$ cat src/source/sma_sample_pkg.sv
package sma_sample_pkg;

	// sample data width
	localparam int sample_w = 32;

	// one input sample of the stream
	typedef struct packed {
		logic                       valid;
		logic signed [sample_w-1:0] data;
	} sample_t;

	// one average result
	typedef struct packed {
		logic                       valid;
		logic signed [sample_w-1:0] data;
	} avg_t;

endpackage

$ cat src/source/sma_regs_pkg.sv
package sma_regs_pkg;

	// register offsets
	localparam logic [7:0] addr_ctrl   = 8'h00;
	localparam logic [7:0] addr_status = 8'h04;
	localparam logic [7:0] addr_avg    = 8'h08;

	// CTRL as control fields
	typedef struct packed {
		logic        enable;
		logic [26:0] reserved;
		logic [3:0]  window_log2;
	} ctrl_fields_t;

	// CTRL seen as raw APB word or as fields
	typedef union packed {
		logic [31:0]  raw;
		ctrl_fields_t fields;
	} ctrl_word_u;

	// STATUS register layout
	typedef struct packed {
		logic        filled;
		logic [15:0] fill_count;
		logic [14:0] reserved;
	} status_t;

	typedef struct packed {
		logic        psel;
		logic        penable;
		logic        pwrite;
		logic [7:0]  paddr;
		logic [31:0] pwdata;
	} apb_req_t;

	typedef struct packed {
		logic        pready;
		logic        pslverr;
		logic [31:0] prdata;
	} apb_rsp_t;

endpackage

$ cat src/source/sma_accumulator.sv
module sma_accumulator #(
	parameter int MAX_WINDOW_LOG2 = 15
) (
	input  logic                      i_clk,
	input  logic                      i_rst_n,
	input  sma_sample_pkg::sample_t   i_sample,
	input  logic [3:0]                i_window_log2,
	input  logic                      i_enable,
	input  logic                      i_restart,
	input  logic signed [31:0]        i_old_data,
	input  logic [MAX_WINDOW_LOG2:0]  i_fill_count,
	output logic                      o_wr_en,
	output logic signed [31:0]        o_wr_data,
	output logic                      o_clear,
	output sma_sample_pkg::avg_t      o_avg,
	output sma_regs_pkg::status_t     o_status
);
	import sma_sample_pkg::*;
	import sma_regs_pkg::*;

	localparam int SUM_W  = sample_w + MAX_WINDOW_LOG2;
	localparam int FILL_W = MAX_WINDOW_LOG2 + 1;

	logic                       accept;
	logic signed [SUM_W-1:0]    sum_q;
	logic signed [SUM_W-1:0]    sum_base;
	logic signed [SUM_W-1:0]    new_ext;
	logic signed [SUM_W-1:0]    old_ext;
	logic signed [SUM_W-1:0]    sum_next;
	logic signed [SUM_W-1:0]    sum_shift;
	logic signed [sample_w-1:0] avg_trunc;
	logic                       avg_valid_q;
	logic signed [sample_w-1:0] avg_data_q;
	logic [FILL_W-1:0]          win_len;
	logic                       filled;

	// a sample only counts while enabled
	assign accept = i_sample.valid && i_enable;

	// on restart the window starts empty, so old sum and departing slot are zero
	assign sum_base = i_restart ? '0 : sum_q;
	assign new_ext  = SUM_W'(i_sample.data);
	assign old_ext  = i_restart ? '0 : SUM_W'(i_old_data);
	assign sum_next = sum_base + new_ext - old_ext;

	// arithmetic shift gives truncated mean
	assign sum_shift = sum_next >>> i_window_log2;
	assign avg_trunc = sample_w'(sum_shift);

	always_ff @(posedge i_clk or negedge i_rst_n) begin
		if (!i_rst_n) begin
			sum_q       <= '0;
			avg_valid_q <= 1'b0;
		end else begin
			avg_valid_q <= accept;
			if (accept)
				sum_q <= sum_next;
			else if (i_restart)
				sum_q <= '0;
		end
	end

	// result data
	always_ff @(posedge i_clk) begin
		if (accept)
			avg_data_q <= avg_trunc;
	end

	assign o_avg = '{valid: avg_valid_q, data: avg_data_q};

	// sample memory side
	assign o_wr_en   = accept;
	assign o_wr_data = i_sample.data;
	assign o_clear   = i_restart;

	// status from the memory fill count
	assign win_len = FILL_W'(1) << i_window_log2;
	assign filled  = (i_fill_count == win_len);

	assign o_status = '{
		filled:     filled,
		fill_count: 16'(i_fill_count),
		reserved:   '0
	};

	// mean of in-range samples always fits the sample width
	a_avg_in_range: assert property (@(posedge i_clk) disable iff (!i_rst_n)
		accept |-> (sum_shift == SUM_W'(avg_trunc)));

endmodule

$ cat config.mk
export PLATFORM = sky130hd
export DESIGN_NAME = sma_accumulator
export DESIGN_NICKNAME = d
export VERILOG_FILES = /design/src/source/sma_sample_pkg.sv /design/src/source/sma_regs_pkg.sv /design/src/source/sma_accumulator.sv
export SDC_FILE = /design/constraint.sdc
export NUM_CORES = 1
export LEC_CHECK = 0
export ABC_AREA = 0
export BUFFER_PORTS_ARGS = -buffer_cell sky130_fd_sc_hd__buf_2
export CAP_MARGIN = 20
export CORE_MARGIN = 2
export CORE_UTILIZATION = 34
export CTS_CLUSTER_SIZE = 25
export DETAILED_ROUTE_END_ITERATION = 8
export PLACE_DENSITY_LB_ADDON = 0.15
export SYNTH_ARGS = -nofsm -noshare
export SYNTH_HDL_FRONTEND = slang
export SYNTH_SLANG_ARGS = --single-unit
$ cat constraint.sdc
create_clock -name i_clk -period 5.9 [get_ports i_clk]
set_clock_uncertainty 0.05 [all_clocks]
set_input_delay 0.59 -clock i_clk [delete_from_list [all_inputs] [get_ports i_clk]]
set_output_delay 0.59 -clock i_clk [all_outputs]
set_load 0.03 [all_outputs]
Yosys cells after proc, flatten, opt, wreduce, memory -nomap -nowiden
Index checks and enable logic that the tools add are counted.
- register bits after elaboration: 80
- bits of input ports: 89
- logic and storage cells: 12
- reductions and logical operators: 1
- shift operators: 2
- add/subtract/negate cells: 2
- eq/ne operators: 1
- muxes and demuxes: 3
- operators by type and width (operator ; count):
    47-bit 2-to-1 mux ; 3
    47-bit by 32-bit adder with 47-bit output ; 1
    47-bit by 4-bit >>> shifter with 32-bit output ; 1
    47-bit subtractor ; 1
    16-bit equality test ; 1
    1-bit by 4-bit left shift with 16-bit output, first input constant ; 1
    1-bit logical AND ; 1

Logic depth before layout (Yosys ltp)
Gate-level depths: netlist (run 1).
- word-level depth: 4
- gate-level depth with buffers: 19

Worst setup path after synthesis (run 1)
OpenSTA, ideal clock, no wires.
- kind: input to register
- start: input port i_restart
- end: register avg_data_q[27], data pin
- arrival time: 4.340 ns
- setup time: 0.272 ns
- path slack: 1.239 ns
- stages on the path: 18
- cell sequence: clkbuf_1 clkbuf_1 nor2b_1 ha_1 inv_1 ha_1 inv_1 fa_1 nor2b_4 o2111ai_2 a21oi_4 nor2_2 o41ai_4 o2111ai_2 nand2_2 xor2_2 mux4_2 mux4_2
- longest elaborated chain between the ends: 4
- elaborated cells between the ends (all ways): 5
- RTL lines (element ; RTL line ; source):
    start, declared ; sma_accumulator.sv:9 ; input logic i_restart,
    47-bit 2-to-1 mux ; -- ;
    47-bit by 32-bit adder with 47-bit output ; sma_accumulator.sv:44 ; assign sum_next = sum_base + new_ext - old_ext;
    47-bit subtractor (*) ; sma_accumulator.sv:44 ;
    47-bit by 4-bit >>> shifter with 32-bit output (*) ; sma_accumulator.sv:47 ; assign sum_shift = sum_next >>> i_window_log2;
    net sum_shift[27] ; sma_accumulator.sv:30 ; logic signed [SUM_W-1:0] sum_shift;
    end signal, assigned ; sma_accumulator.sv:66 ; avg_data_q <= avg_trunc;
    end, declared ; sma_accumulator.sv:33 ; logic signed [sample_w-1:0] avg_data_q;
The timed path passes the listed nets; every way through them passes the cells marked *.
A chain may end at the register's enable or synchronous reset.

Worst setup path after layout (run 1)
- start: input port i_restart
- end: register avg_data_q[17], data pin
The elaborated chain is that of the path after synthesis.

==> results of run 1 <==
sequential cells by signal, summed over array words and instances (netlist names):
name         flops
avg_data_q      32
avg_valid_q      1
sum_q           47
cell usage in the layout, fill, tap and decap left out, types with 15 or more instances in the layout:
cell	instances
sky130_fd_sc_hd__mux4_2	21
sky130_fd_sc_hd__mux2i_1	50
sky130_fd_sc_hd__nor3_1	19
sky130_fd_sc_hd__o21ai_0	79
sky130_fd_sc_hd__buf_2	172
sky130_fd_sc_hd__edfxtp_1	32
sky130_fd_sc_hd__fa_1	46
sky130_fd_sc_hd__conb_1	15
sky130_fd_sc_hd__nand2b_1	49
sky130_fd_sc_hd__a21o_1	20
sky130_fd_sc_hd__xnor2_1	26
sky130_fd_sc_hd__nor2b_1	34
sky130_fd_sc_hd__nor2_1	51
sky130_fd_sc_hd__ha_1	48
sky130_fd_sc_hd__inv_1	143
sky130_fd_sc_hd__a21oi_1	69
sky130_fd_sc_hd__nand2_1	116
sky130_fd_sc_hd__dfrtp_1	48
sky130_fd_sc_hd__xor2_1	17
sky130_fd_sc_hd__a211oi_1	17
final timing paths:
| check | slack (ns) | endpoint | cells past startpoint |
|---|---|---|---|
| setup / recovery | 0.99 | avg_data_q[17]$_DFFE_PP_ | 18 |
| hold / removal | 0.31 | sum_q[18]$_DFF_PN0_ | 2 |
| setup reg to reg | 1.40 | avg_data_q[17]$_DFFE_PP_ | 14 |
| hold reg to reg | 0.53 | sum_q[0]$_DFF_PN0_ | 2 |
| max in group asynchronous | 4.98 | sum_q[38]$_DFF_PN0_ | 2 |
| min in group i_clk | 0.53 | sum_q[0]$_DFF_PN0_ | 2 |
cell type report:
class                   instances  area share (%)
repair buffers                185           8.442
flip-flops and latches         80           18.80
multi-input cells             891           61.10
well taps                     396           4.308
clock inverters                 6          0.5875
clock buffers                  10           1.991
inverters                     146           4.776
cell usage after synthesis, types with 13 or more instances:
cell | instances | area share (%)
sky130_fd_sc_hd__a211oi_1 | 17 | 1.2
sky130_fd_sc_hd__dfrtp_1 | 48 | 11
sky130_fd_sc_hd__inv_1 | 145 | 5.1
sky130_fd_sc_hd__a21oi_1 | 69 | 3.3
sky130_fd_sc_hd__buf_4 | 68 | 4.8
sky130_fd_sc_hd__o21ai_0 | 79 | 3.7
sky130_fd_sc_hd__fa_1 | 46 | 8.7
sky130_fd_sc_hd__xor2_1 | 17 | 1.4
sky130_fd_sc_hd__nor2_1 | 51 | 1.8
sky130_fd_sc_hd__mux2i_1 | 50 | 4.7
sky130_fd_sc_hd__ha_1 | 48 | 5.7
sky130_fd_sc_hd__and2_1 | 13 | 0.77
sky130_fd_sc_hd__xnor2_1 | 26 | 2.1
sky130_fd_sc_hd__mux4_2 | 21 | 4.5
sky130_fd_sc_hd__nand2b_1 | 49 | 2.9
sky130_fd_sc_hd__nand2_1 | 116 | 4.1
sky130_fd_sc_hd__a21o_1 | 20 | 1.4
sky130_fd_sc_hd__edfxtp_1 | 32 | 9.1
sky130_fd_sc_hd__clkbuf_1 | 34 | 1.2
sky130_fd_sc_hd__nand3_1 | 13 | 0.61
sky130_fd_sc_hd__nor2b_1 | 34 | 2.0
sky130_fd_sc_hd__nor3_1 | 19 | 0.90
through the flow:
stage          hold WS [ns]  utilization (%)
6_report             0.3140            37.50
5_1_grt              0.3843            37.50
4_1_cts              0.3499            37.50
3_5_place_dp         0.5222            36.53
3_3_place_gp         0.5139            36.53
2_1_floorplan        0.2444                -
report_power, final:
| part | total, µW | switching [µW] | internal (µW) |
|---|---|---|---|
| clock network | 608 | 277 | 331 |
| registers | 855 | 46.8 | 808 |
| logic | 3860 | 2420 | 1440 |
cells by family (layout without fill, tap and decap cells):
kind of cell	count (synthesis)	after routing
AOI/OAI and AO/OA	312	312
adders and majority gates	94	94
xor gates and xnor gates	48	48
muxes	80	80
and+or+nand+nor	342	342
buffers and inverters	278	347
DFF	80	80
other	1	15
layer usage:
metal / track usage, % / vias to the layer above / wire, µm
met3: 2.183 / 21 / 1454
met1: 28.11 / 4266 / 15370
met4: 4.710 / 2 / 415
met2: 28.78 / 279 / 13070
li1: - / 4351 / -
met5: 0 / - / 13
==> metrics.txt, run 1 <==
IR drop worst, VDD=~0.21 mV; cell count after placement=1698; via count=8919; final cell area excluding filler cells=11500 µm²; largest net degree at the start of global routing=83; area occupied by multi-input gates=7027 µm²; hold_buf cts=0; period utilization=83.23%; number of enable-type register cells in the synthesized netlist=32; deepest level of the CTS H-tree=3; leakage power figure=0.005361 µW; detailed router's first-iteration violation count=587; Relative slew margins=between 30% and 40%; global-route wire length before repair=49460 µm; Final TNS setup=0 ns; TritonCTS clock tree=yes; vias in the first global route=8910; P per Cell Area=~460 nW/µm²; average via count per standard cell=5.204; adder-cell share of the synthesized area=14.34%; status=completed; area taken by flip-flops and latches=between 2000 and 2500 µm²; WL/cell=between 15 and 20 µm; number of search-and-repair iterations in the first detailed-routing pass=5; Setup Fix Bufs, Post-CTS=0; critical path's slowest cell=sky130_fd_sc_hd__mux4_2; final weighted congestion in routability-driven placement=0.9109; worst min-delay path category=primary input to asynchronous set/reset pin; cells along the critical path=buf_2 > buf_12 > nor2b_1 > ha_1 > inv_1 > ha_1 > inv_1 > fa_1 > nor2b_4 > o2111ai_2 > a21oi_4 > nor2_2 > o41ai_4 > nor4_2 > xnor2_1 > mux2i_1 > mux4_2 > a22oi_2; final-report setup violation count=0; Avg Cell Area, Syn=8.588 µm²; top_reg_cell synth=sky130_fd_sc_hd__dfrtp_1; Remaining DRCs=0; area of the core=30670 µm²; CTS max path bufs=2; minimum setup slack after placement=about 0.66 ns; total of warnings raised by yosys=0; clock latency reported for the late side of the worst-skew pair=0.36 ns; number of core rows=64; Arrival @ worst endpoint=5.04 ns; chip width=180.6 µm; gate count of the mapped netlist=between 1000 and 1500; startpoint type of the worst setup path=primary input; post-synthesis mux area share=around 10%; number of cells upsized or downsized after cts=0; share of post-route cells with drive strength above 1=21.24%; Filler Cells Inserted=3214; PnR worst setup slack=0.9893 ns; register bit total from synthesis=80; CTS sink cnt=80; Final Hold Viols=0; xor and xnor fraction of the mapped netlist area=4.318%; Crit Path Max Fanout=80; number of buffer and inverter stages on the critical path=4; share of synthesized area occupied by flip-flops and latches=around 20%; Ports=around 190; post-layout net count=between 1000 and 1500; growth of design area from synthesis to finish=8.434%; I/O Buffers=172; count of antenna diodes in the layout=0; global-route usage over all layers=about a fifth; placed cell area=about 11000 µm²; crit path launch=i_restart; unrepaired setup endpoints after global routing=false; clock root buffer master=sky130_fd_sc_hd__clkbuf_16; complex-gate fraction of the synthesized area=between 20 and 25%; simple logic cell fraction of the synthesized area=around 16%; number of CTS-inserted buffers=9; final critical delay including setup and external delays=4.911 ns; clock-pin slew on the worst setup and hold paths=about 0.080 ns; HPWL after DPL=23420 µm; highest achievable clock rate=203.6 MHz; slowest stage delay, CP=0.54 ns; Power, Total=5320 µW; slew at the pin closest to its max-slew limit=roughly 0.95 ns; Die Area=32620 µm²; Crit. End Element=flop; final wirelength=30320 µm; leftover overflow at the end of global routing=0; required time of the critical path=6.03 ns; Cell Count, Final, Fillers Out=1714; synth unique cells=94; critical register-to-register path startpoint=sum_q[20]$_DFF_PN0_; max cap viols=0; initial core utilization=34.58%; initial antenna violation count=1; critical path's top delay family=compound AO/OA/AOI/OAI gates; cell area after technology mapping=10610 µm²; Final Max Slew Viols=0; height of the chip=180.6 µm; critical path type=primary input to flop; residual antenna-violating net count after detailed routing=0; dominant combinational cell family by area after synthesis=compound AO/OA/AOI/OAI gates; Async SR Flop Fraction=60.00%
(Power assumes the default switching activity.)
==> run 2, diff against run 1 <==
- clock period: 5.9 -> 4.54 ns (I/O delays scaled with it)
==> metrics.txt, run 2 (synthesized netlist as in run 1, its figures left out) <==
Crit Path Max Fanout=38 (-53%); critical register-to-register path startpoint=sum_q[1]$_DFF_PN0_; final critical delay including setup and external delays=4.356 ns; Filler Cells Inserted=3116 (-3.0%); final-report setup violation count=0 (unchanged); CTS sink cnt=80 (unchanged); highest achievable clock rate=about 230 MHz; Final Hold Viols=0 (unchanged); Arrival @ worst endpoint=4.40 ns (-0.64 ns); clock root buffer master=sky130_fd_sc_hd__clkbuf_16; Die Area=32620 µm² (unchanged); initial core utilization=34.58% (unchanged); worst reg2reg setup slack=0.39 ns (-1.01 ns); growth of design area from synthesis to finish=23.99%; critical path type=primary input to flop; commonest non-fill, non-tap cell in the layout=sky130_fd_sc_hd__buf_4; CTS max path bufs=2 (unchanged); power share of the sequential group=13.3% (-2.8 points); hold_buf cts=0 (unchanged); startpoint type of the worst setup path=primary input; clock latency reported for the late side of the worst-skew pair=0.37 ns (about the same); status=completed; final core area utilization=42.88% (+5.4 points); leakage power figure=0.006389 µW (+19%); post-layout net count=1696 (+13%); global-route usage over all layers=19.30% (+0.48 points); required time of the critical path=4.59 ns (-1.44 ns); global-route wire length before repair=50760 µm (+2.6%); Switch Pwr=3895 µW (+42%); area occupied by multi-input gates=7162 µm² (+1.9%); cell count after placement=1897 (+12%); PnR worst setup slack=0.1844 ns (-0.8049 ns); number of CTS-inserted buffers=9 (unchanged); leading cell types in the layout, fill and taps excluded=212 x sky130_fd_sc_hd__buf_4, 172 x sky130_fd_sc_hd__buf_2, 143 x sky130_fd_sc_hd__inv_1; register bank with the most flops=sum_q; height of the chip=180.6 µm (unchanged); number of core rows=64 (unchanged); worst reg2reg path depth=13 (-1); clock-pin slew on the worst setup and hold paths=0.08 ns (about the same); detailed router's first-iteration violation count=618 (+5.3%); slew at the pin closest to its max-slew limit=0.9116 ns (-0.04163 ns); max FFs per register=47 (unchanged); final weighted congestion in routability-driven placement=0.8737 (-4.1%); WL/cell=16.31 µm (-7.8%); largest registers=sum_q x47, avg_data_q x32, avg_valid_q x1; leftover overflow at the end of global routing=0 (unchanged); P per Cell Area=633.6 nW/µm² (+37%); I/O Buffers=172 (unchanged); HPWL after DPL=25150 µm (+7.4%); switching power share of the total=46.74% (-4.8 points); max cap viols=0 (unchanged); Cell Count, Final, Fillers Out=1914 (+12%); portion of total power attributed to the clock network=9.7% (-1.7 points); via count=9568 (+7.3%); Ports=188 (unchanged); Crit. End Element=flop; vias in the first global route=9375 (+5.2%); final wirelength=31210 µm (+2.9%); average via count per standard cell=4.999 (-3.9%); internal power consumption=4438 µW (+72%); IR drop worst, VDD=0.3033 mV (+47%); largest net degree at the start of global routing=65 (-22%); Remaining DRCs=0 (unchanged); reg2reg end=avg_data_q[18]$_DFFE_PP_; Relative slew margins=39.22% (+2.8 points); part of the total power dissipated in combinational logic=76.9% (+4.4 points); minimum setup slack after placement=-0.2645 ns (-0.9271 ns); count of antenna diodes in the layout=0 (unchanged); deepest level of the CTS H-tree=3 (unchanged); TritonCTS clock tree=yes; chip width=180.6 µm (unchanged); number of search-and-repair iterations in the first detailed-routing pass=6 (+1); area taken by flip-flops and latches=2162 µm² (unchanged); Final Max Slew Viols=0 (unchanged); worst min-delay path category=primary input to asynchronous set/reset pin; residual antenna-violating net count after detailed routing=0 (unchanged); share of post-route cells with drive strength above 1=33.07% (+12 points); area of the core=30670 µm² (unchanged); initial antenna violation count=1 (unchanged); period utilization=95.94%
## run 2: power by group through the flow
stage / logic [µW] / clock network, µW / registers (µW)
6_report: 6410 / 812 / 1110
5_1_grt: 7000 / 854 / 1130
4_1_cts: 6270 / 835 / 1110
3_5_place_dp: 6230 / 0 / 1130
3_3_place_gp: 6230 / 0 / 1130
2_1_floorplan: 3610 / 0 / 1250
## run 2: repair_timing
| action | CTS | global route |
|---|---|---|
| gates resized for setup | 0 | 27 |
| buffers inserted | 0 | 1 |
| setup endpoints to repair | 0 | 17 |
## run 2: area by class of cell
type / instances / area share (%)
inverters: 146 / 4.177
multi-input cells: 891 / 54.46
well taps: 396 / 3.767
repair buffers: 385 / 18.80
flip-flops and latches: 80 / 16.44
clock inverters: 7 / 0.6469
clock buffers: 9 / 1.712
## run 2: how the worst max path moves through the flow
stage / slack, ns / endpoint / from / cells past startpoint
after floorplan: 0.01 / avg_data_q[27]$_DFFE_PP_ / i_restart / 18
after CTS: 0.11 / avg_data_q[20]$_DFFE_PP_ / i_restart / 16
after detailed placement: -0.26 / avg_data_q[20]$_DFFE_PP_ / i_restart / 16
after global placement: -0.21 / avg_data_q[20]$_DFFE_PP_ / i_restart / 16
after global routing: -0.008 / avg_data_q[24]$_DFFE_PP_ / i_restart / 18
final: 0.18 / avg_data_q[18]$_DFFE_PP_ / i_restart / 15
## run 2: routing by layer
layer	track usage (%)	vias up	part of all wire, %
li1	-	4761	-
met1	29.81	4531	51
met2	28.49	256	42
met3	2.506	18	5.6
met4	4.097	2	0.90
met5	0	-	0.042
## run 2: worst max-delay path: stages
cell and delay [ns]:
sky130_fd_sc_hd__buf_2 0.11, sky130_fd_sc_hd__buf_12 0.16, sky130_fd_sc_hd__nand2b_1 0.20, sky130_fd_sc_hd__fa_1 0.56, sky130_fd_sc_hd__inv_1 0.06, sky130_fd_sc_hd__ha_1 0.30, sky130_fd_sc_hd__a211oi_1 0.30, sky130_fd_sc_hd__o21bai_2 0.17
sky130_fd_sc_hd__o2111ai_1 0.26, sky130_fd_sc_hd__nand3_2 0.17, sky130_fd_sc_hd__buf_4 0.18, sky130_fd_sc_hd__a31oi_1 0.24, sky130_fd_sc_hd__xnor2_2 0.16, sky130_fd_sc_hd__mux4_2 0.55, sky130_fd_sc_hd__mux4_2 0.49
## run 2: metrics by stage
step / setup TNS, ns / hold slack (ns) / power [µW] / instance area (µm²)
after global routing: -0.008197 / 0.2420 / 8989 / 13150
final: 0 / 0.1868 / 8333 / 13150
after CTS: 0 / 0.2064 / 8217 / 13010
after global placement: -2.872 / 0.5079 / 7356 / 12700
after detailed placement: -3.531 / 0.5278 / 7360 / 12700
after floorplan: 0 / 0.1084 / 4861 / 10660
==> run 3, diff against run 2 <==
- PLACE_DENSITY: unset -> 0.58
- PLACE_DENSITY_LB_ADDON: 0.15 -> unset
- clock period: 4.54 -> 5.1 ns (I/O delays scaled with it)
==> metrics.txt, run 3 (synthesized netlist as in run 1, its figures left out) <==
status=completed; max cap viols=0 (unchanged); Ports=188 (unchanged); chip width=180.6 µm (unchanged); cells along the critical path=buf_2 > buf_4 > nand2b_1 > fa_1 > fa_1 > nor2b_4 > o2111ai_2 > a21oi_4 > o31ai_4 > and3_4 > nor4b_2 > nor2_1 > xnor2_2 > mux2i_1 > mux2i_1 > mux4_2; largest net degree at the start of global routing=69 (+6.2%); number of cells upsized or downsized after cts=0 (unchanged); clock root buffer master=sky130_fd_sc_hd__clkbuf_16; startpoint type of the worst setup path=primary input; Arrival @ worst endpoint=4.63 ns (+0.23 ns); Relative slew margins=38.11% (-1.1 points); metal1 wirelength=14190 µm (-12%); number of search-and-repair iterations in the first detailed-routing pass=5 (-1); worst reg2reg path depth=14 (+1); cell count after placement=1719 (-9.4%); register bank with the most flops=sum_q; reg2reg end=avg_data_q[26]$_DFFE_PP_; routed length on met2=12860 µm (-2.0%); power share of the sequential group=15.9% (+2.6 points); Crit Path Max Fanout=16 (-58%); average via count per standard cell=5.244 (+4.9%); final worst hold slack=0.2381 ns (+0.05137 ns); CTS sink cnt=80 (unchanged); Switch Pwr=3145 µW (-19%); commonest non-fill, non-tap cell in the layout=sky130_fd_sc_hd__buf_2; TritonCTS clock tree=yes; HPWL after DPL=23150 µm (-8.0%); slew at the pin closest to its max-slew limit=0.9283 ns (+0.01665 ns); count of antenna diodes in the layout=0 (unchanged); share of post-route cells with drive strength above 1=22.48% (-11 points); portion of total power attributed to the clock network=11.0% (+1.3 points); vias in the first global route=8815 (-6.0%); leftover overflow at the end of global routing=0 (unchanged); critical path type=primary input to flop; initial core utilization=34.58% (unchanged); final weighted congestion in routability-driven placement=0.9029 (+3.3%); Crit. End Element=flop; number of core rows=64 (unchanged); area of the core=30670 µm² (unchanged); P per Cell Area=535.5 nW/µm² (-15%); switching power share of the total=50.32% (+3.6 points); residual antenna-violating net count after detailed routing=0 (unchanged); Final Hold Viols=0 (unchanged); global-route usage over all layers=17.91% (-1.4 points); I/O Buffers=172 (unchanged); worst reg2reg setup slack=0.76 ns (+0.37 ns); critical register-to-register path startpoint=sum_q[1]$_DFF_PN0_; required time of the critical path=5.14 ns (+0.55 ns); final core area utilization=38.05% (-4.8 points); Remaining DRCs=0 (unchanged); leading cell types in the layout, fill and taps excluded=172 x sky130_fd_sc_hd__buf_2, 143 x sky130_fd_sc_hd__inv_1, 116 x sky130_fd_sc_hd__nand2_1; WL/cell=16.88 µm (+3.6%); number of CTS-inserted buffers=9 (unchanged); global-route wire length before repair=47340 µm (-6.7%); deepest level of the CTS H-tree=3 (unchanged); internal power consumption=3105 µW (-30%); Final Max Slew Viols=0 (unchanged); top layer reached by signal wires=met5; clock-pin slew on the worst setup and hold paths=0.07 ns (about the same); unrepaired setup endpoints after global routing=false; Cell Count, Final, Fillers Out=1735 (-9.4%); hold_buf cts=0 (unchanged); slowest stage delay, CP=0.51 ns (-0.05 ns); largest registers=sum_q x47, avg_data_q x32, avg_valid_q x1; IR drop worst, VDD=0.2123 mV (-30%); post-layout net count=1517 (-11%); worst min-delay path category=primary input to asynchronous set/reset pin; highest achievable clock rate=218.0 MHz; Filler Cells Inserted=3158 (+1.3%); height of the chip=180.6 µm (unchanged); growth of design area from synthesis to finish=10.04%; detailed router's first-iteration violation count=594 (-3.9%); Setup Fix Bufs, Post-CTS=0 (unchanged); leakage power figure=0.005466 µW (-14%); critical path's slowest cell=sky130_fd_sc_hd__fa_1; part of the total power dissipated in combinational logic=73.1% (-3.8 points); CTS max path bufs=2 (unchanged); final wirelength=29300 µm (-6.1%); Routed met3 length=1790 µm (+3.2%); Final TNS setup=0 ns (unchanged); final critical delay including setup and external delays=4.587 ns; via count=9099 (-4.9%); max FFs per register=47 (unchanged); period utilization=89.94%; clock latency reported for the late side of the worst-skew pair=0.36 ns (about the same); final-report setup violation count=0 (unchanged); initial antenna violation count=2 (+1); Die Area=32620 µm² (unchanged)
[run 3: cell count changes in the layout (fill, tap and decap cells not counted), sizes merged]
cell / delta
buf: -179
clkinv: +1
clkinvlp: +2
inv: -3
[run 3: worst max-delay path: cells and delay by family]
family / cells / cell delay, ns
XOR/XNOR: 1 / 0.21
buffers and inverters: 2 / 0.33
multiplexers: 3 / 0.96
AND/OR/NAND/NOR: 5 / 1.06
adder cells (fa/ha/maj): 2 / 1.01
AO/OA/AOI/OAI: 3 / 0.53
[run 3: layout make-up]
type                    count  area (µm²)  share of cell area (%)
repair buffers            206        1141                   9.777
multi-input cells         891        7027                   60.21
inverters                 146       549.3                   4.706
clock inverters             7       71.32                  0.6111
clock buffers               9       225.2                   1.930
well taps                 396       495.5                   4.245
flip-flops and latches     80        2162                   18.52
[run 3: power by group through the flow]
stage	clock [µW]	sequential, µW	combinational (µW)
4_1_cts	698	993	4530
6_report	687	991	4570
3_3_place_gp	0	1000	4480
5_1_grt	722	1010	5030
3_5_place_dp	0	1000	4510
2_1_floorplan	0	1110	3210
[run 3: stage by stage]
step | cell area (µm²) | setup slack (ns) | power [µW]
3_3_place_gp | 11370 | 0.1850 | 5479
3_5_place_dp | 11370 | 0.1152 | 5513
6_report | 11670 | 0.5133 | 6250
5_1_grt | 11670 | 0.2161 | 6763
4_1_cts | 11670 | 0.5179 | 6224
2_1_floorplan | 10660 | 0.5185 | 4327
[run 3: how the worst max path moves through the flow]
stage                    from                       end  slack [ns]  cells past startpoint
floorplan           i_restart  avg_data_q[27]$_DFFE_PP_        0.52                     18
global placement    i_restart  avg_data_q[26]$_DFFE_PP_        0.18                     16
detailed placement  i_restart  avg_data_q[26]$_DFFE_PP_        0.12                     16
CTS                 i_restart  avg_data_q[26]$_DFFE_PP_        0.52                     16
global route        i_restart  avg_data_q[16]$_DFFE_PP_        0.22                     18
finish              i_restart  avg_data_q[26]$_DFFE_PP_        0.51                     16
[run 3: metal layers]
layer | GRT usage [%] | vias up
li1 | - | 4408
met1 | 26.40 | 4353
met2 | 27.63 | 306
met3 | 2.425 | 28
met4 | 4.355 | 4
met5 | 0 | -
